[src/hdl/axi_defines.svh]
`ifndef AXI_DEFINES_SVH
`define AXI_DEFINES_SVH

// AXI4 port widths
`define AXI_ID_WIDTH 1
`define AXI_DATA_WIDTH 32
`define AXI_ADDR_WIDTH 13
`define AXI_STRB_WIDTH 4

// word RAM geometry, 8 KB
`define MEM_WORDS 2048
`define MEM_ADDR_WIDTH 11

`endif

[src/hdl/axi_pkg.sv]
package axi_pkg;

	typedef enum logic [1:0] {
		BURST_FIXED = 2'b00,
		BURST_INCR  = 2'b01,
		BURST_WRAP  = 2'b10,
		BURST_RSVD  = 2'b11
	} burst_t;

	typedef enum logic [1:0] {
		RESP_OKAY   = 2'b00,
		RESP_EXOKAY = 2'b01,
		RESP_SLVERR = 2'b10,
		RESP_DECERR = 2'b11
	} resp_t;

	// only fixed and incr are carried out
	function automatic resp_t burst_resp(burst_t kind);
		if (kind == BURST_FIXED || kind == BURST_INCR) begin
			return RESP_OKAY;
		end
		return RESP_SLVERR;
	endfunction

endpackage

[src/hdl/mem_pkg.sv]
`include "axi_defines.svh"

package mem_pkg;

	typedef logic [`MEM_ADDR_WIDTH-1:0] word_addr_t;

	// whole word for reads, byte lanes for strobed writes
	typedef union packed {
		logic [`AXI_DATA_WIDTH-1:0] word;
		logic [`AXI_STRB_WIDTH-1:0][7:0] lanes;
	} mem_word_u;

endpackage

[src/hdl/mem_port_if.sv]
`include "axi_defines.svh"

interface mem_port_if;

	logic wr_en;
	mem_pkg::word_addr_t wr_addr;
	mem_pkg::mem_word_u wr_data;
	logic [`AXI_STRB_WIDTH-1:0] wr_strb;

	logic rd_en;
	mem_pkg::word_addr_t rd_addr;
	mem_pkg::mem_word_u rd_data; // valid one cycle after rd_en

	modport wr_src (
		output wr_en,
		output wr_addr,
		output wr_data,
		output wr_strb
	);

	modport rd_src (
		output rd_en,
		output rd_addr,
		input rd_data
	);

	modport ram (
		input wr_en,
		input wr_addr,
		input wr_data,
		input wr_strb,
		input rd_en,
		input rd_addr,
		output rd_data
	);

endinterface

[src/hdl/axi_rd_channel.sv]
`include "axi_defines.svh"

module axi_rd_channel (
	input logic s00_axi_aclk,
	input logic arst_n,
	input logic [`AXI_ID_WIDTH-1:0] arid,
	input logic [`AXI_ADDR_WIDTH-1:0] araddr,
	input logic [7:0] arlen,
	input logic [1:0] arburst,
	input logic arvalid,
	output logic arready,
	output logic [`AXI_ID_WIDTH-1:0] rid,
	output logic [`AXI_DATA_WIDTH-1:0] rdata,
	output logic [1:0] rresp,
	output logic rlast,
	output logic rvalid,
	input logic rready,
	mem_port_if.rd_src mem
);

	typedef enum logic [1:0] {
		RD_IDLE,
		RD_FETCH,
		RD_PRESENT,
		RD_HOLD
	} rd_state_t;

	rd_state_t state;
	axi_pkg::burst_t burst;
	axi_pkg::resp_t resp;
	logic [7:0] len;
	logic [7:0] beat_cnt;
	mem_pkg::word_addr_t addr;
	logic ar_hs;
	logic r_hs;

	assign ar_hs = arvalid && arready;
	assign r_hs = rvalid && rready;

	assign mem.rd_en = (state == RD_FETCH);
	assign mem.rd_addr = addr;

	// ram output stays put until the next rd_en
	assign rvalid = (state == RD_PRESENT) || (state == RD_HOLD);
	assign rdata = (resp == axi_pkg::RESP_OKAY) ? mem.rd_data.word : '0;
	assign rresp = resp;
	assign rlast = rvalid && (beat_cnt == len);

	always_ff @(posedge s00_axi_aclk or negedge arst_n) begin
		if (!arst_n) begin
			state <= RD_IDLE;
			arready <= 1'b0;
			beat_cnt <= '0;
		end else begin
			case (state)
				RD_IDLE: begin
					arready <= 1'b1;
					if (ar_hs) begin
						arready <= 1'b0;
						beat_cnt <= '0;
						state <= RD_FETCH;
					end
				end
				RD_FETCH: begin
					state <= RD_PRESENT;
				end
				RD_PRESENT, RD_HOLD: begin
					if (r_hs) begin
						if (beat_cnt == len) begin
							arready <= 1'b1;
							state <= RD_IDLE;
						end else begin
							beat_cnt <= beat_cnt + 8'd1;
							state <= RD_FETCH; // one idle cycle per beat
						end
					end else begin
						state <= RD_HOLD;
					end
				end
				default: begin
					state <= RD_IDLE;
				end
			endcase
		end
	end

	// burst context
	always_ff @(posedge s00_axi_aclk) begin
		if (ar_hs) begin
			rid <= arid;
			len <= arlen;
			burst <= axi_pkg::burst_t'(arburst);
			resp <= axi_pkg::burst_resp(axi_pkg::burst_t'(arburst));
			addr <= araddr[`AXI_ADDR_WIDTH-1:2];
		end else if (r_hs && burst == axi_pkg::BURST_INCR) begin
			addr <= addr + 1'b1;
		end
	end

endmodule

[src/flat_wrapper.sv]
// flat-port wrapper written by rule: the top's interface ports become plain ports
module axi_rd_channel_flat 
  (s00_axi_aclk, arst_n, arid, araddr, arlen, arburst, arvalid, arready, rid, rdata, rresp, rlast, rvalid, rready, mem_rd_en, mem_rd_addr, mem_rd_data);
  mem_port_if mem_i ();
  input logic s00_axi_aclk;
  input logic arst_n;
  input logic [`AXI_ID_WIDTH-1:0] arid;
  input logic [`AXI_ADDR_WIDTH-1:0] araddr;
  input logic [7:0] arlen;
  input logic [1:0] arburst;
  input logic arvalid;
  output logic arready;
  output logic [`AXI_ID_WIDTH-1:0] rid;
  output logic [`AXI_DATA_WIDTH-1:0] rdata;
  output logic [1:0] rresp;
  output logic rlast;
  output logic rvalid;
  input logic rready;
  output wire logic [$bits(mem_i.rd_en)-1:0] mem_rd_en;
  output wire logic [$bits(mem_i.rd_addr)-1:0] mem_rd_addr;
  input wire logic [$bits(mem_i.rd_data)-1:0] mem_rd_data;
  assign mem_rd_en = mem_i.rd_en;
  assign mem_rd_addr = mem_i.rd_addr;
  assign mem_i.rd_data = mem_rd_data;
  axi_rd_channel u_core (.s00_axi_aclk(s00_axi_aclk), .arst_n(arst_n), .arid(arid), .araddr(araddr), .arlen(arlen), .arburst(arburst), .arvalid(arvalid), .arready(arready), .rid(rid), .rdata(rdata), .rresp(rresp), .rlast(rlast), .rvalid(rvalid), .rready(rready), .mem(mem_i));
endmodule
[config.mk]
export PLATFORM = sky130hd
export DESIGN_NAME = axi_rd_channel_flat
export DESIGN_NICKNAME = d
export VERILOG_FILES = /design/src/hdl/axi_pkg.sv /design/src/hdl/mem_pkg.sv /design/src/hdl/mem_port_if.sv /design/src/hdl/axi_rd_channel.sv /design/src/flat_wrapper.sv
export VERILOG_INCLUDE_DIRS = /design/src /design/src/hdl
export SDC_FILE = /design/constraint.sdc
export NUM_CORES = 1
export LEC_CHECK = 0
export BUFFER_PORTS_ARGS = -buffer_cell sky130_fd_sc_hd__buf_2
export CAP_MARGIN = 20
export CORE_MARGIN = 1
export CORE_UTILIZATION = 48
export DETAILED_ROUTE_END_ITERATION = 8
export PLACE_DENSITY = 0.92
export SLEW_MARGIN = 20
export SYNTH_ARGS = -nofsm -noshare
export SYNTH_HDL_FRONTEND = slang
export SYNTH_SLANG_ARGS = --single-unit
[constraint.sdc]
create_clock -name s00_axi_aclk -period 6.4 [get_ports s00_axi_aclk]
set_input_delay 0.96 -clock s00_axi_aclk [delete_from_list [all_inputs] [get_ports s00_axi_aclk]]
set_output_delay 0.96 -clock s00_axi_aclk [all_outputs]
set_load 0.05 [all_outputs]
Word-level counts from Yosys, hierarchy flattened
Index checks and enable logic that the tools add are counted.
{ "totals": {"ff_bits": 34, "input_bits": 60, "wordCells": 52} }
{ "op_classes": {"n_eq_ne": 10, "n_mux": 18, "addsub": 2, "n_reduce_logical": 14} }
{ "op_table": {"columns": ["cell", "n"], "rows": [
  ["$mux W32", 1],
  ["$mux W8", 3],
  ["$mux W11", 2],
  ["$pmux W8 S2", 1],
  ["$add A11 B1 Y11 const B", 1],
  ["$add A8 B1 Y8 const B", 1],
  ["$eq A8 B8 Y1", 1],
  ["$eq A2 B1 Y1 const B", 3],
  ["$logic_not A2 Y1", 3],
  ["$mux W1", 6],
  ["$mux W2", 3],
  ["$ne A2 B1 Y1 const B", 3],
  ["$pmux W2 S3", 1],
  ["$eq A2 B2 Y1 const B", 2],
  ["$logic_and A1 B1 Y1", 4],
  ["$reduce_and A4 Y1", 1],
  ["$reduce_bool A2 Y1", 2],
  ["$reduce_and A3 Y1", 1],
  ["$logic_or A1 B1 Y1", 2],
  ["$ne A2 B2 Y1 const B", 1],
  ["$pmux W1 S2", 1],
  ["$reduce_or A2 Y1", 1]
]} }

Depth between registers and ports, before layout
{ "depth": {"ltp_word": 6, "mapped_depth": 7} }

Worst setup path after synthesis
No wires, ideal clock.
{ "synth_path": {"kind": "input -> output", "startpoint": "in mem_rd_data[0]", "endpoint": "out rdata[0]", "arrival_ns": 1.667, "path_stages": 1, "slack_ns": 3.773, "t_required_ns": 5.440, "path_cell_list": "nor2b_1"} }
{ "synth_via": {"elab_chain_len": 1} }
{ "synth_rtl": {"columns": ["item", "line_no", "source"], "rows": [
  ["start, declared", "flat_wrapper.sv:21", "input wire logic [$bits(mem_i.rd_data)-1:0] mem_rd_data;"],
  ["$mux W32", "axi_rd_channel.sv:45", "assign rdata = (resp == axi_pkg::RESP_OKAY) ? mem.rd_data.word : '0;"],
  ["end, declared", "flat_wrapper.sv:14", "output logic [`AXI_DATA_WIDTH-1:0] rdata;"]
]} }
Every way passes these cells.

Worst setup path after layout
{ "layout_path": {"startpoint": "reg u_core.beat_cnt[4]", "endpoint": "out rlast"} }
{ "layout_via": {"elab_chain_len": 2} }
{ "layout_rtl": {"columns": ["item", "line_no", "source"], "rows": [
  ["start, declared", "axi_rd_channel.sv:32", "logic [7:0] beat_cnt;"],
  ["start signal, assigned", "axi_rd_channel.sv:73", "beat_cnt <= beat_cnt + 8'd1;"],
  ["$eq A8 B8 Y1", "axi_rd_channel.sv:47", "assign rlast = rvalid && (beat_cnt == len);"],
  ["$logic_and A1 B1 Y1", "axi_rd_channel.sv:47", null],
  ["end, declared", "flat_wrapper.sv:16", "output logic rlast;"]
]} }
Every way passes these cells.

==> reports/summary.txt <==
Final setup violation count - 0
Drc violations - 0
Cells after Synth - 189
Initial Util - 0.519
Syn_area_per_cell - 10.4 sq um
Hold slack final - 0.510 ns
Hold depth - 1
CTS Hold Bufs - 0
Tcrit/Tclk final - 0.472
Fin crit period - 3.02 ns
RSZ-0062 raised after global routing - no
Initial antenna violation count - 0
Final core occ - 0.683
Largest net degree at the start of global routing - 34
Vias in the first global route - 1524
Max VDD drop - 0.261 mV
Tot Pwr - 0.00105 W
Crit start category - flop
Slowest CP cell - nor2_2
Clk_skew - 0.00970 ns
Clk_lat worst skew - 0.29 ns
First-pass GRT wire length - 6380 microns
Outcome - finished, final reports clean
Grt ovf - 0
Drt wl/cell - 12.4 microns
Met2 Routed Length - 2150 microns
Final WS setup - 3.38 ns
Crit path kind - reg -> out
CTS clk-pin slew, worst paths - 0.07 ns
Top layer in use - met4
Worst Path Required - 5.44 ns
WP depth - 5
# port buffers - 106
Die width - 66.1 microns
CTS Buf Count - 5
RD Place Congestion - 0.808
Layout cells sized above 1 - 0.433
Core area - 3800 sq um
Synth Flop Type - edfxtp_1
Max-Cap Viols - 0
Delay-heaviest family, CP - simple AND/OR/NAND/NOR gates
NumNets Final - 352
Starting DRC count in detailed routing - 30
Number of gates resized after cts - 0
Max-slew violation count - 0
Vias - 1710
Clk sinks - 34
Drt first pass iters - 6
Worst EP arrival - 2.06 ns
Cell with the most instances after synthesis - nor2b_1
Fmax - 331 MHz
CP Max Fanout - 13
ANT cells - 0
Row cnt - 22
Final hold vios - 0
Slew @ Worst Pin - 0.955 ns
Post-synth EDFFs - 23
Pre-CTS worst setup slack - 3.72 ns
Post-synthesis simple-gate area fraction - 0.245
Leading area contributor after synthesis - edfxtp_1
Post-Synth XOR/XNOR Area - 0.0794
Synth warn - 0
Crit path largest cell delay - 0.46 ns
Area of the mapped netlist - 1970 sq um
Share of the yosys chip area belonging to registers - 0.490
Routed Antenna Nets - 0
FF-to-FF path depth - 5
CTS max path bufs - 2
CTS tree - built
IO Pins - 110
Met3 wire len - 250 microns
Asr flop ratio synth - 0.324
Setup total negative slack - 0 ns
Postcts setup bufs - 0
CP endpoint kind - output port
Adder-cell area share of the yosys netlist - 0.0127
CP Cell Sequence - xnor2_1, nand4_2, nor2_2, and2_2, buf_2
Slew HR - 0.364
Synth unique cells - 42
Die Area - 4370 sq um
Register bit total from synthesis - 34
Post-Syn Nets - 251
Root buffer cell - clkbuf_8
Max H-tree Level - 2
Leakage - 1.20 nW
Power Dens Cells - 405 nW/um^2
Buf/Inv on CP - 1
Top post-synthesis cells by count - 35 x nor2b_1, 23 x edfxtp_1, 14 x nor2_1, 13 x a21oi_1
Via/cell ratio - 5.04
DRT Wirelength - 4190 microns
Hpwl dp - 3140 microns
Top-area cell type share of the netlist area - 0.350
Hold Crit Class - reg -> reg
Tot GR Track Use - 0.192
Area grow syn2layout - 31.6%
Wl on met1 - 1740 microns
Post-synthesis mux area share - 0.0222
Post-synthesis compound-gate area fraction - 0.107
Main combinational cell family by area after synthesis - simple AND/OR/NAND/NOR gates
Die H - 66.1 microns
Leading post-synthesis cells by cell area - edfxtp_1 35%, dfrtp_1 14%, nor2b_1 11%
cell type report:
| class | instances | area, sq um |
|---|---|---|
| Clock buffer | 6 | 82.6 |
| Clock inverter | 2 | 12.5 |
| Fill cell | 286 | 1200 |
| Inverter | 3 | 11.3 |
| Multi-Input combinational cell | 139 | 923 |
| Sequential cell | 34 | 966 |
| Tap cell | 48 | 60.1 |
| Timing Repair Buffer | 107 | 538 |
state kept, by name, summed over array words and instances, names as in the netlist:
signal	flops
u_core.len	8
u_core.rresp	1
u_core.rid	1
u_core.burst	2
u_core.mem.rd_addr	11
u_core.beat_cnt	8
u_core.state	2
u_core.arready	1
path summary, 6_finish.rpt:
| check | from | end | slack [ns] |
|---|---|---|---|
| min in group asynchronous | arst_n | u_core.beat_cnt[1] | 0.53 |
| max reg2reg | u_core.state[1] | u_core.beat_cnt[1] | 3.95 |
| max in group asynchronous | arst_n | u_core.beat_cnt[2] | 5.65 |
| min | u_core.state[0] | u_core.state[1] | 0.51 |
| min reg2reg | u_core.state[0] | u_core.state[1] | 0.51 |
| max | u_core.beat_cnt[4] | rlast | 3.38 |
layout by cell type (no fill, tap or decap), types with 3 or more instances in the layout:
master	count
a21oi_1	13
and3_1	4
buf_2	106
clkbuf_8	6
dfrtp_1	11
edfxtp_1	23
inv_1	3
mux2_2	3
nand2_1	8
nand3_1	9
nand3b_1	3
nor2_1	14
nor2b_1	35
nor3_1	3
o21ai_0	3
xnor2_1	11
xor2_1	5
worst register-to-register path: stages, from the launching register on:
cell	delay [ns]
dfrtp_1	0.73
and4bb_2	0.33
a21oi_1	0.71
nor2b_1	0.11
mux2_2	0.29
a22o_1	0.18
metal layers:
layer / vias to the layer above / GRT usage
met5: - / 0
met2: 64 / 0.330
met4: 0 / 0.0718
li1: 856 / -
met3: 7 / 0.0517
met1: 783 / 0.228
per-stage QoR:
step | std cells | instance area [sq um]
after floorplan | 189 | 1970
after global placement | 331 | 2500
after detailed placement | 331 | 2500
after CTS | 339 | 2590
after global routing | 339 | 2590
final | 339 | 2590
cell families (layout without fill, tap and decap cells):
kind of cell,after synthesis,in the layout
xor gates and xnor gates,17,17
and+or+nand+nor,84,84
DFF,34,34
AOI/OAI and AO/OA,31,31
muxes,4,4
other,1,1
adders and majority gates,2,2
buffers and inverters,16,118
report_power, final:
group          leakage, nW  internal (W)  switching, W
sequential           0.349      0.000315     0.0000897
clock               0.0472     0.0000863     0.0000769
combinational        0.807      0.000168      0.000315
total                 1.20      0.000569      0.000482
Note: power is estimated with default switching activity, not from simulation.
