`config.mk`:
```
export PLATFORM = sky130hd
export DESIGN_NAME = axi_wr_channel_flat
export DESIGN_NICKNAME = d
export VERILOG_FILES = /design/src/hdl/axi_pkg.sv /design/src/hdl/mem_pkg.sv /design/src/hdl/mem_port_if.sv /design/src/hdl/axi_wr_channel.sv /design/src/flat_wrapper.sv
export VERILOG_INCLUDE_DIRS = /design/src /design/src/hdl
export SDC_FILE = /design/constraint.sdc
export NUM_CORES = 1
export LEC_CHECK = 0
export ABC_AREA = 1
export BUFFER_PORTS_ARGS = -buffer_cell sky130_fd_sc_hd__buf_2
export CAP_MARGIN = 30
export CORE_UTILIZATION = 41
export CTS_CLUSTER_DIAMETER = 100
export CTS_CLUSTER_SIZE = 25
export DETAILED_ROUTE_END_ITERATION = 8
export GPL_ROUTABILITY_DRIVEN = 0
export PLACE_DENSITY = 0.76
export RECOVER_POWER = 25
export SLEW_MARGIN = 20
export SYNTH_ARGS = -nofsm -noshare
export SYNTH_HDL_FRONTEND = slang
export SYNTH_SLANG_ARGS = --single-unit
```
`constraint.sdc`:
```
create_clock -name s00_axi_aclk -period 2.1 [get_ports s00_axi_aclk]
set_clock_uncertainty 0.2 [all_clocks]
set_input_delay 0.525 -clock s00_axi_aclk [delete_from_list [all_inputs] [get_ports s00_axi_aclk]]
set_output_delay 0.525 -clock s00_axi_aclk [all_outputs]
set_load 0.01 [all_outputs]
```
`src/hdl/axi_defines.svh`:
```
`ifndef AXI_DEFINES_SVH
`define AXI_DEFINES_SVH

// AXI4 port widths
`define AXI_ID_WIDTH 1
`define AXI_DATA_WIDTH 32
`define AXI_ADDR_WIDTH 13
`define AXI_STRB_WIDTH 4

// word RAM geometry, 8 KB
`define MEM_WORDS 2048
`define MEM_ADDR_WIDTH 11

`endif

```
`src/hdl/axi_pkg.sv`:
```
package axi_pkg;

	typedef enum logic [1:0] {
		BURST_FIXED = 2'b00,
		BURST_INCR  = 2'b01,
		BURST_WRAP  = 2'b10,
		BURST_RSVD  = 2'b11
	} burst_t;

	typedef enum logic [1:0] {
		RESP_OKAY   = 2'b00,
		RESP_EXOKAY = 2'b01,
		RESP_SLVERR = 2'b10,
		RESP_DECERR = 2'b11
	} resp_t;

	// only fixed and incr are carried out
	function automatic resp_t burst_resp(burst_t kind);
		if (kind == BURST_FIXED || kind == BURST_INCR) begin
			return RESP_OKAY;
		end
		return RESP_SLVERR;
	endfunction

endpackage

```
`src/hdl/mem_pkg.sv`:
```
`include "axi_defines.svh"

package mem_pkg;

	typedef logic [`MEM_ADDR_WIDTH-1:0] word_addr_t;

	// whole word for reads, byte lanes for strobed writes
	typedef union packed {
		logic [`AXI_DATA_WIDTH-1:0] word;
		logic [`AXI_STRB_WIDTH-1:0][7:0] lanes;
	} mem_word_u;

endpackage

```
`src/hdl/mem_port_if.sv`:
```
`include "axi_defines.svh"

interface mem_port_if;

	logic wr_en;
	mem_pkg::word_addr_t wr_addr;
	mem_pkg::mem_word_u wr_data;
	logic [`AXI_STRB_WIDTH-1:0] wr_strb;

	logic rd_en;
	mem_pkg::word_addr_t rd_addr;
	mem_pkg::mem_word_u rd_data; // valid one cycle after rd_en

	modport wr_src (
		output wr_en,
		output wr_addr,
		output wr_data,
		output wr_strb
	);

	modport rd_src (
		output rd_en,
		output rd_addr,
		input rd_data
	);

	modport ram (
		input wr_en,
		input wr_addr,
		input wr_data,
		input wr_strb,
		input rd_en,
		input rd_addr,
		output rd_data
	);

endinterface

```
`src/hdl/axi_wr_channel.sv`:
```
`include "axi_defines.svh"

module axi_wr_channel (
	input logic s00_axi_aclk,
	input logic arst_n,
	input logic [`AXI_ID_WIDTH-1:0] awid,
	input logic [`AXI_ADDR_WIDTH-1:0] awaddr,
	input logic [7:0] awlen,
	input logic [1:0] awburst,
	input logic awvalid,
	output logic awready,
	input logic [`AXI_DATA_WIDTH-1:0] wdata,
	input logic [`AXI_STRB_WIDTH-1:0] wstrb,
	input logic wvalid,
	output logic wready,
	output logic [`AXI_ID_WIDTH-1:0] bid,
	output logic [1:0] bresp,
	output logic bvalid,
	input logic bready,
	mem_port_if.wr_src mem
);

	typedef enum logic [1:0] {
		WR_IDLE,
		WR_DATA,
		WR_RESP
	} wr_state_t;

	wr_state_t state;
	axi_pkg::burst_t burst;
	axi_pkg::resp_t resp;
	logic [7:0] len;
	logic [7:0] beat_cnt;
	mem_pkg::word_addr_t addr;
	logic aw_hs;
	logic w_hs;
	logic b_hs;

	assign aw_hs = awvalid && awready;
	assign w_hs = wvalid && wready;
	assign b_hs = bvalid && bready;

	// write goes out on the handshake itself
	assign mem.wr_en = w_hs && (resp == axi_pkg::RESP_OKAY);
	assign mem.wr_addr = addr;
	assign mem.wr_data = mem_pkg::mem_word_u'(wdata);
	assign mem.wr_strb = wstrb;

	assign bresp = resp;

	always_ff @(posedge s00_axi_aclk or negedge arst_n) begin
		if (!arst_n) begin
			state <= WR_IDLE;
			awready <= 1'b0;
			wready <= 1'b0;
			bvalid <= 1'b0;
			beat_cnt <= '0;
		end else begin
			case (state)
				WR_IDLE: begin
					awready <= 1'b1;
					if (aw_hs) begin
						awready <= 1'b0;
						wready <= 1'b1;
						beat_cnt <= '0;
						state <= WR_DATA;
					end
				end
				WR_DATA: begin
					if (w_hs) begin
						if (beat_cnt == len) begin // end by count, wlast ignored
							wready <= 1'b0;
							bvalid <= 1'b1;
							state <= WR_RESP;
						end else begin
							beat_cnt <= beat_cnt + 8'd1;
						end
					end
				end
				WR_RESP: begin
					if (b_hs) begin
						bvalid <= 1'b0;
						awready <= 1'b1;
						state <= WR_IDLE;
					end
				end
				default: begin
					state <= WR_IDLE;
				end
			endcase
		end
	end

	// burst context
	always_ff @(posedge s00_axi_aclk) begin
		if (aw_hs) begin
			bid <= awid;
			len <= awlen;
			burst <= axi_pkg::burst_t'(awburst);
			resp <= axi_pkg::burst_resp(axi_pkg::burst_t'(awburst));
			addr <= awaddr[`AXI_ADDR_WIDTH-1:2];
		end else if (w_hs && burst == axi_pkg::BURST_INCR) begin
			addr <= addr + 1'b1; // wraps in the word index
		end
	end

endmodule

```
`src/flat_wrapper.sv`:
```
// flat-port wrapper written by rule: the top's interface ports become plain ports
module axi_wr_channel_flat 
  (s00_axi_aclk, arst_n, awid, awaddr, awlen, awburst, awvalid, awready, wdata, wstrb, wvalid, wready, bid, bresp, bvalid, bready, mem_wr_en, mem_wr_addr, mem_wr_data, mem_wr_strb);
  mem_port_if mem_i ();
  input logic s00_axi_aclk;
  input logic arst_n;
  input logic [`AXI_ID_WIDTH-1:0] awid;
  input logic [`AXI_ADDR_WIDTH-1:0] awaddr;
  input logic [7:0] awlen;
  input logic [1:0] awburst;
  input logic awvalid;
  output logic awready;
  input logic [`AXI_DATA_WIDTH-1:0] wdata;
  input logic [`AXI_STRB_WIDTH-1:0] wstrb;
  input logic wvalid;
  output logic wready;
  output logic [`AXI_ID_WIDTH-1:0] bid;
  output logic [1:0] bresp;
  output logic bvalid;
  input logic bready;
  output wire logic [$bits(mem_i.wr_en)-1:0] mem_wr_en;
  output wire logic [$bits(mem_i.wr_addr)-1:0] mem_wr_addr;
  output wire logic [$bits(mem_i.wr_data)-1:0] mem_wr_data;
  output wire logic [$bits(mem_i.wr_strb)-1:0] mem_wr_strb;
  assign mem_wr_en = mem_i.wr_en;
  assign mem_wr_addr = mem_i.wr_addr;
  assign mem_wr_data = mem_i.wr_data;
  assign mem_wr_strb = mem_i.wr_strb;
  axi_wr_channel u_core (.s00_axi_aclk(s00_axi_aclk), .arst_n(arst_n), .awid(awid), .awaddr(awaddr), .awlen(awlen), .awburst(awburst), .awvalid(awvalid), .awready(awready), .wdata(wdata), .wstrb(wstrb), .wvalid(wvalid), .wready(wready), .bid(bid), .bresp(bresp), .bvalid(bvalid), .bready(bready), .mem(mem_i));
endmodule
```
Word-level counts from Yosys, hierarchy flattened
Index checks and enable logic that the tools add are counted.
{ "totals": {"output_inout_bits": 54, "ff_bits": 36, "latch_bits": 0, "rom_bits": 0, "inputBits": 65, "mem_bits_rw": 0, "n_memories": 0} }
{ "op_classes": {"addsub": 2, "multipliers": 0, "bitwise": 0, "n_reduce_logical": 18, "muxes": 25, "shift": 0, "order_cmp": 0, "n_eq_ne": 10, "div_mod_pow": 0} }
{ "op_table": {"columns": ["operator", "count"], "rows": [
  ["$mux 8", 3],
  ["$mux 11", 2],
  ["$pmux 8 s2", 1],
  ["$reduce_and 4->1", 4],
  ["$add 11x1->11 const B", 1],
  ["$mux 1", 10],
  ["$mux 2", 5],
  ["$add 8x1->8 const B", 1],
  ["$eq 8x8->1", 1],
  ["$ne 2x1->1 const B", 4],
  ["$reduce_bool 2->1", 4],
  ["$eq 2x1->1 const B", 3],
  ["$logic_not 2->1", 3],
  ["$pmux 1 s2", 3],
  ["$pmux 2 s3", 1],
  ["$logic_and 1x1->1", 5],
  ["$eq 2x2->1 const B", 1],
  ["$ne 2x2->1 const B", 1],
  ["$reduce_and 2->1", 1],
  ["$logic_or 1x1->1", 1]
]} }

Depth between registers and ports, before layout
Gate-level depths: netlist of the first run.
{ "logic_depth": {"ltp_word": 4, "mapped_depth": 9, "mapped_depth_nobuf": 9} }

Worst setup path before layout of the first run
Ideal clock, no wire load.
{ "synth_path": {"path_type": "input-to-reg", "from": "in wvalid", "to": "reg u_core.addr[0], in the netlist u_core.mem.wr_addr[0], enable pin", "path_slack_ns": -0.028, "path_stages": 2, "t_arrival_ns": 1.531, "path_cell_list": "nand2_1 o31ai_1"} }
{ "synth_via": {"elab_chain_cells": 3} }
{ "synth_rtl": {"columns": ["element", "line", "text"], "rows": [
  ["start, declared", "flat_wrapper.sv:15", "input logic wvalid;"],
  ["$logic_and 1x1->1", "axi_wr_channel.sv:40", "assign w_hs = wvalid && wready;"],
  ["$logic_and 1x1->1", "axi_wr_channel.sv:102", "end else if (w_hs && burst == axi_pkg::BURST_INCR) begin"],
  ["$reduce_bool 2->1 (no source line)", null, null],
  ["end signal, assigned", "axi_wr_channel.sv:101", "addr <= awaddr[`AXI_ADDR_WIDTH-1:2];"],
  ["end signal, assigned", "axi_wr_channel.sv:103", "addr <= addr + 1'b1;"],
  ["end, declared", "axi_wr_channel.sv:34", "mem_pkg::word_addr_t addr;"]
]} }
No other way between the ends.
A chain may end at the register's enable or synchronous reset.

Final worst setup path of the first run
{ "layout_path": {"from": "reg u_core.wready", "to": "out mem_wr_en"} }
{ "layout_via": {"elab_chain_cells": 2} }
{ "layout_rtl": {"columns": ["element", "line", "text"], "rows": [
  ["start, declared", "axi_wr_channel.sv:15", "output logic wready,"],
  ["start signal, assigned", "axi_wr_channel.sv:55", "wready <= 1'b0;"],
  ["start signal, assigned", "axi_wr_channel.sv:64", "wready <= 1'b1;"],
  ["start signal, assigned", "axi_wr_channel.sv:72", "wready <= 1'b0;"],
  ["$logic_and 1x1->1", "axi_wr_channel.sv:40", null],
  ["$logic_and 1x1->1", "axi_wr_channel.sv:44", "assign mem.wr_en = w_hs && (resp == axi_pkg::RESP_OKAY);"],
  ["end, declared", "flat_wrapper.sv:21", "output wire logic [$bits(mem_i.wr_en)-1:0] mem_wr_en;"]
]} }
No other way between the ends.

==> impl_metrics.ini, run 1 <==
[global_routing]
grt_overflow_total = 0
grt_max_degree = 21
grt_pass1_vias = 1393
antenna_found_initial = 0
grt_pass1_wl_um = 6150
track_usage_pct = 14.8

[timing]
fmax_mhz = 565
holdWs_ps = 210
fin_tns_setup_ps = 0
finalSetupViolations = 0
drv_slew = 0
slew-limit-headroom_pct = 49.5
tightest_slew_ps = 757
layout_min_cycle_time_ps = 1770
finalCritPeriodShare_pct = 84.3
final-hold-violation-count = 0
rsz0062_at_grt = no

[synth]
syn_inst = 259
ys_warn_count = 0
ys_ff_latch = 36
ys_seq_area_share_pct = 46.3
synthTopCellsByArea = edfxtp_1 (32%), dfrtp_1 (15%), nand2_1 (14%), buf_4 (13%), inv_1 (4.8%)
syn-cell-area_mm2 = 0.00219
yosys.area.top_type_share_pct = 31.5
yosysTopAreaCell = edfxtp_1
synth_ff_type = edfxtp_1
synthTopCellsByCount = nand2_1 (80), buf_4 (37), inv_1 (28)
ys_types = 31
synth-edff-count = 23
yosysMostFrequentCell = nand2_1
avgSynthCellArea_um2 = 8.46
synth-async-reset-ratio_pct = 36.1
mappedNetlistNets = 326

[power_and_ir_drop]
peakVddDrop_mv = 0.709
power_density_mw_per_mm2 = 1060
p_leak_nw = 1.13

[drt]
drt_iter0_markers = 73
via_per_inst = 4.55
drt-total-wl_um = 3780
drc_errors = 0
firstDrtPassIters = 4
vias = 1571
drtAntennaViolNets = 0
wire_per_inst_um = 11.0

[cells_and_area]
fillers = 520
drive_above_1_share_pct = 23.6
multi_input_area_um2 = 776
nets = 341
diodes = 0
fin_area_mm2 = 0.00232
seq_area_mm2 = 0.00102
stdcell_count = 345
area_growth_pct = 6.05

[cts]
cts_buffer_depth = 2
htreeDepth = 2
cts_resized = 0
cts-root-buf = clkbuf_8
cts_tree = done
clock_sinks = 36
worstSkewPairLatency_ps = 290
path_clk_slew_ps = 70
cts-buffers-inserted = 5

[outcome]
status = finished clean

[setup_path]
rr_worst_depth = 8
r2r_slack_ps = 340
end_kind = primary output
crit_type = register to primary output
cp_max_fo = 4
rr_endpoint = u_core.mem.wr_addr[10]
r2r_start = u_core.mem.wr_addr[0]
required_ps = 1370
cp-start-kind = register
critical_path_arrival_ps = 1040

[floorplanning]
start_util_pct = 42.6
die_area_mm2 = 0.00564
die_width_um = 75.1
core.rowCount = 26
die_y_um = 75.1
core-area_mm2 = 0.00514
num_io_pins = 119

[placed_design]
hpwl_um = 2820
dpl-instance-area_mm2 = 0.00224
placed_cells = 336
io_buffers = 43

[min_path]
min_to = u_core.bid
whs_path_depth = 1
holdCritStartpoint = awid
min_path_type = input port to register

[flow_run]
drv_cap = 0
## power breakdown
group | internal (mW) | switching (mW)
clock network | 0.231 | 0.235
registers | 0.993 | 0.158
logic | 0.326 | 0.511
total | 1.55 | 0.904
## kinds of logic (layout without fill, tap and decap cells)
| group | Yosys count | count (layout) | share of synthesized area (%) |
|---|---|---|---|
| other cells | 1 | 1 | 0.171 |
| flops | 36 | 36 | 46.3 |
| simple gates | 128 | 128 | 26.9 |
| compound gates | 15 | 15 | 4.11 |
| buf+inv | 70 | 86 | 18.5 |
| xor+xnor | 7 | 7 | 2.80 |
| fa+ha+maj | 2 | 2 | 1.14 |
## worst max-delay path, stage by stage (launching register included)
cell     delay [ps]
dfrtp_1         390
nand2_1         140
nor2_1          110
buf_2           130
## per-stage QoR
step	worst slack, ps	power [mW]	util, %
2_1_floorplan	305	1.79	-
5_1_grt	174	2.64	45.2
3_3_place_gp	311	1.98	43.5
6_report	330	2.45	45.2
3_5_place_dp	276	2.01	43.5
4_1_cts	306	2.49	45.3
## registers in the layout, summed over array words and instances (netlist names)
name	flops
u_core.mem.wr_addr	11
u_core.burst	2
u_core.bid	1
u_core.bvalid	1
u_core.len	8
u_core.bresp	1
u_core.beat_cnt	8
u_core.wready	1
u_core.state	2
u_core.awready	1
## placed cells by master (no fill, tap or decap)
master / n
nand2_4: 1
xnor2_1: 4
a21oi_2: 1
inv_1: 28
inv_4: 1
buf_2: 42
buf_4: 3
dfrtp_1: 13
inv_2: 1
nand3_4: 1
o21ai_0: 7
clkbuf_8: 5
clkbuf_1: 3
a21o_1: 1
nor3b_1: 3
o31ai_2: 1
nor2_8: 1
nand2_2: 3
nand3_1: 15
nand4_1: 5
nor2_2: 3
xor2_1: 3
o21ai_1: 1
a22o_1: 1
ha_1: 2
edfxtp_1: 23
nor2_1: 14
nand2_1: 80
conb_1: 1
clkinv_1: 2
a21oi_1: 2
o31ai_1: 1
nor2_4: 2
dlygate4sd3_1: 1
## metal layers
layer / GRT usage, % / wire, um / vias up
met1: 17.9 / 1680 / 705
met3: 3.88 / 250 / 4
met2: 24.4 / 1800 / 52
li1: - / - / 810
met5: 0 / 0 / -
met4: 7.13 / 54 / 0
## worst max path at each step
stage	to	slack [ps]	start	depth (start not counted)
3_3_place_gp	u_core.mem.wr_addr[3]	310	awvalid	5
4_1_cts	mem_wr_en	310	u_core.wready	3
6_report	mem_wr_en	330	u_core.wready	3
5_1_grt	u_core.mem.wr_addr[10]	170	u_core.mem.wr_addr[0]	8
2_1_floorplan	u_core.mem.wr_addr[0]	300	wvalid	2
3_5_place_dp	u_core.mem.wr_addr[3]	280	awvalid	5
## final cells by class
type / instances / area share, %
tap: 70 / 3.77
clock inverter: 1 / 0.161
timing repair buffer: 47 / 10.6
multi-input combinational: 153 / 33.4
inverter: 31 / 5.11
clock buffer: 7 / 3.28
sequential: 36 / 43.7
## timing repair
action,in CTS,in global routing
hold buffers,1,0
buffers inserted,0,0
hold endpoints to repair,13,0
Power figures use the tool's default switching activity.
==> inputs of run 2 (changes only) <==
==> constraint.sdc (replaced) <==
create_clock -name s00_axi_aclk -period 1.55 [get_ports s00_axi_aclk]
set_clock_uncertainty 0.2 [all_clocks]
set_input_delay 0.3875 -clock s00_axi_aclk [delete_from_list [all_inputs] [get_ports s00_axi_aclk]]
set_output_delay 0.3875 -clock s00_axi_aclk [all_outputs]
set_load 0.01 [all_outputs]
==> impl_metrics.ini, run 2 (synthesized netlist as in run 1, its figures left out) <==
[outcome]
status = complete, but fails checks
violations = negative setup slack

[setup_path]
critical_path_arrival_ps = 1080
required_ps = 960
rr_worst_depth = 8
cp-start-kind = register
r2r_slack_ps = -60
cpPeakStageDelay_ps = 420
crit_top_cell = buf_6
slowest_stage = edfxtp_1
crit_type = register to primary output
end_kind = primary output
path_cells = buf_4 -> buf_6 -> buf_6
cp_max_fo = 3

[timing]
rsz0062_at_grt = yes
finalCritPeriodShare_pct = 107
fmax_mhz = 601
final-hold-violation-count = 0
fin_ws_ps = -115
finalSetupViolations = 7
layout_min_cycle_time_ps = 1660
drv_slew = 0

[drt]
drc_errors = 0
vias = 1712
firstDrtPassIters = 4
drt-total-wl_um = 4340
via_per_inst = 4.68
drtAntennaViolNets = 0
wire_per_inst_um = 11.9
drt_iter0_markers = 54

[global_routing]
grt_pass1_vias = 1499
track_usage_pct = 15.4
antenna_found_initial = 0
grt_overflow_total = 0
grt_pass1_wl_um = 6440
grt_max_degree = 15

[cells_and_area]
drive_above_1_share_pct = 39.5
nets = 362
final_util_pct = 52.2
diodes = 0
largest_register_ffs = 11
final_cell_mix = nand2_1 (67), buf_2 (40), inv_1 (26), edfxtp_1 (23), buf_4 (20)
area_growth_pct = 22.4
final_common_cell = nand2_1

[cts]
worstSkewPairLatency_ps = 290
cts_buffer_depth = 2
cts-root-buf = clkbuf_8
cts-buffers-inserted = 5
htreeDepth = 2
path_clk_slew_ps = 80
clock_sinks = 36
cts_tree = done

[placed_design]
place_ws_ps = -77.8
hpwl_um = 2980
io_buffers = 43

[power_and_ir_drop]
peakVddDrop_mv = 0.921
clkPwrFrac_pct = 20.4
power_density_mw_per_mm2 = 1490
power_frac_comb_pct = 40.7
p_leak_nw = 1.30
seqPwrFrac_pct = 38.9
p_sw_share_pct = 36.2
p_sw_mw = 1.45
intPower_mw = 2.56

[floorplanning]
num_io_pins = 119
start_util_pct = 42.6
core.rowCount = 26
die_width_um = 75.1
core-area_mm2 = 0.00514
die_area_mm2 = 0.00564
die_y_um = 75.1

[min_path]
min_path_type = input port to register
whs_path_depth = 1

[flow_run]
drv_cap = 0
## run 2: changes by cell type in the layout (fill, tap and decap cells not counted), sizes merged
cell	previous run	this run
bufinv	0	1
buf	45	66
clkbuf	8	7
## run 2: metrics by stage
stage / setup TNS, ps / power (mW) / instances / instance area, um^2 / hold slack (ps)
finish: -250 / 4.01 / 366 / 2680 / 68.6
global route: -1590 / 4.27 / 366 / 2680 / 51.3
CTS: -266 / 3.76 / 357 / 2520 / 65.6
detailed placement: -201 / 2.86 / 345 / 2340 / 105
global placement: -46.5 / 2.81 / 345 / 2340 / 96.5
floorplan: -341 / 2.47 / 259 / 2230 / -108
## run 2: cell type report
type / instances / area, um^2
well taps: 70 / 87.6
clock buffers: 6 / 72.6
multi-input cells: 153 / 910
flip-flops and latches: 36 / 1020
fillers: 474 / 2460
clock inverters: 2 / 35.0
repair buffers: 68 / 440
inverters: 31 / 119
## run 2: path summary, 6_finish.rpt
kind | start | endpoint
worst max-delay path | u_core.mem.wr_addr[0] | mem_wr_addr[0]
worst min-delay path | awlen[5] | u_core.len[5]
worst max register to register | u_core.mem.wr_addr[0] | u_core.mem.wr_addr[10]
worst min register to register | u_core.beat_cnt[4] | u_core.beat_cnt[4]
max in group asynchronous | arst_n | u_core.wready
min in group asynchronous | arst_n | u_core.beat_cnt[7]
## run 2: layer usage
metal,GRT usage [%],routed length [um],vias up,part of all wire (%)
li1,-,-,859,-
met1,19.5,1910,778,44
met2,25.3,2090,69,48
met3,4.02,287,6,6.6
met4,5.66,59,0,1.4
met5,0,0,-,0
## run 2: worst max-delay path: cells and delay by family (launching register included)
family	cells	cell delay [ps]
buf+inv	3	370
flops	1	420
## run 2: timing repair
item / CTS / global route
endpoints found under the setup margin: 7 / 23
setup buffers: 3 / 9
pin swaps: 0 / 12
resized for setup: 8 / 30
hold buffers: 1 / 0
hold endpoints to repair: 13 / 0
## run 2: power by group through the flow
| stage | clock network, mW | logic (mW) | registers, mW |
|---|---|---|---|
| after floorplan | 0 | 0.867 | 1.60 |
| after global placement | 0 | 1.25 | 1.56 |
| after detailed placement | 0 | 1.29 | 1.57 |
| after CTS | 0.819 | 1.39 | 1.56 |
| after global routing | 0.876 | 1.80 | 1.59 |
| final | 0.816 | 1.63 | 1.56 |
==> inputs of run 3 (changes only) <==
--- a/config.mk
+++ b/config.mk
@@ -9,12 +9,14 @@
 export ABC_AREA = 1
 export BUFFER_PORTS_ARGS = -buffer_cell sky130_fd_sc_hd__buf_2
 export CAP_MARGIN = 30
-export CORE_UTILIZATION = 41
+export CELL_PAD_IN_SITES_DETAIL_PLACEMENT = 0
+export CELL_PAD_IN_SITES_GLOBAL_PLACEMENT = 1
+export CORE_UTILIZATION = 28
 export CTS_CLUSTER_DIAMETER = 100
 export CTS_CLUSTER_SIZE = 25
 export DETAILED_ROUTE_END_ITERATION = 8
 export GPL_ROUTABILITY_DRIVEN = 0
-export PLACE_DENSITY = 0.76
+export PLACE_DENSITY = 0.75
 export RECOVER_POWER = 25
 export SLEW_MARGIN = 20
 export SYNTH_ARGS = -nofsm -noshare
==> impl_metrics.ini, run 3 (synthesized netlist as in run 1, its figures left out) <==
[drt]
drt_iter0_markers = 114
maxUsedRoutingLayer = met4
drt-total-wl_um = 4330
via_per_inst = 4.24
wl_met3_um = 333
firstDrtPassIters = 4
wire_per_inst_um = 10.9
drc_errors = 0
routed-wl-met2_um = 2080
m1WireLength_um = 1860
drtAntennaViolNets = 0
vias = 1678

[setup_path]
cp-start-kind = register
cpPeakStageDelay_ps = 380
path_cells = ha_2 -> nand2_2 -> nor2_4 -> nand3_4 -> nor2_4 -> nand3_2 -> nand3_2 -> nand2_2
crit_type = register to register
cp_num_cells = 8
slowest_stage = edfxtp_1
end_kind = register
crit_buf_inv = 0
crit_family = simple AND/OR/NAND/NOR gates
r2r_start = u_core.mem.wr_addr[0]
startpoint = u_core.mem.wr_addr[0]
rr_worst_depth = 8
required_ps = 1390
critical_path_arrival_ps = 1510
cp_max_fo = 3

[outcome]
status = complete, but fails checks
violations = negative setup slack

[cts]
clock_sinks = 36
htreeDepth = 2
cts_buffer_depth = 2
cts-buffers-inserted = 5
cts_tree = done
path_clk_slew_ps = 70
worstSkewPairLatency_ps = 280
cts-root-buf = clkbuf_8

[min_path]
min_path_type = input port to register
whs_path_depth = 1
holdCritStartpoint = awlen[0]

[power_and_ir_drop]
power_frac_comb_pct = 41.3
p_sw_mw = 1.39
intPower_mw = 2.43
peakVddDrop_mv = 0.733
clkPwrFrac_pct = 17.9
seqPwrFrac_pct = 40.7
power_density_mw_per_mm2 = 1430
p_sw_share_pct = 36.4
p_leak_nw = 1.28

[floorplanning]
die_y_um = 90.5
core.rowCount = 31
num_io_pins = 119
die_area_mm2 = 0.00819
die_width_um = 90.5
core-area_mm2 = 0.00741
start_util_pct = 29.6

[timing]
drv_slew = 0
fin_ws_ps = -116
finalCritPeriodShare_pct = 107
rsz0062_at_grt = yes
layout_min_cycle_time_ps = 1670
finalSetupViolations = 6
final-hold-violation-count = 0
fmax_mhz = 600

[cells_and_area]
diodes = 0
final_cell_mix = nand2_1 (67), buf_2 (40), inv_1 (27), edfxtp_1 (23), buf_4 (22)
area_growth_pct = 22.1
nets = 363
seq_area_mm2 = 0.00102
multi_input_area_um2 = 883
final_util_pct = 36.1
drive_above_1_share_pct = 38.0
fillers = 768
final_common_cell = nand2_1
largest_register_ffs = 11

[flow_run]
drv_cap = 0

[placed_design]
place_ws_ps = -104
io_buffers = 43
hpwl_um = 3210

[global_routing]
antenna_found_initial = 0
grt_max_degree = 15
track_usage_pct = 11.0
grt_pass1_wl_um = 7220
grt_pass1_vias = 1635
grt_overflow_total = 0
## run 3: layout make-up
class	count	area share (%)
sequential	36	38.0
multi-input combinational	153	33.0
timing repair buffer	69	16.6
tap	99	4.63
inverter	31	4.44
clock buffer	8	3.36
## run 3: final timing paths
check	to	slack (ps)
worst max-delay path	u_core.mem.wr_addr[10]	-120
worst min-delay path	u_core.len[0]	80
worst max register to register	u_core.mem.wr_addr[10]	-120
worst min register to register	u_core.beat_cnt[2]	320
max in group asynchronous	u_core.beat_cnt[2]	560
min in group asynchronous	u_core.beat_cnt[4]	340
## run 3: stage by stage
step | total power [mW] | cell area, um^2 | instances | setup TNS [ps] | hold slack [ps]
4_1_cts | 3.67 | 2540 | 385 | -340 | 65.9
6_report | 3.82 | 2680 | 396 | -390 | 77.5
5_1_grt | 4.13 | 2680 | 396 | -1980 | 61.8
2_1_floorplan | 2.47 | 2230 | 259 | -341 | -108
3_5_place_dp | 2.90 | 2400 | 376 | -401 | 94.9
3_3_place_gp | 2.87 | 2400 | 376 | -131 | 96.4
## run 3: routing by layer
layer | track usage [%] | vias to the layer above
li1 | - | 855
met1 | 13.1 | 765
met2 | 18.2 | 54
met3 | 3.79 | 4
met4 | 4.44 | 0
met5 | 0 | -
## run 3: timing repair
action	4_1_cts	5_1_grt
setup endpoints to repair	9	26
resized for setup	10	21
gates cloned	0	0
hold buffers	1	0
hold endpoints to repair	13	0
buffers inserted	1	13
pin swaps	0	23
## run 3: power by group through the flow
stage,clock [mW],sequential [mW],combinational [mW]
floorplan,0,1.60,0.867
global placement,0,1.56,1.31
detailed placement,0,1.56,1.33
CTS,0.722,1.57,1.38
global route,0.751,1.59,1.79
finish,0.683,1.55,1.58
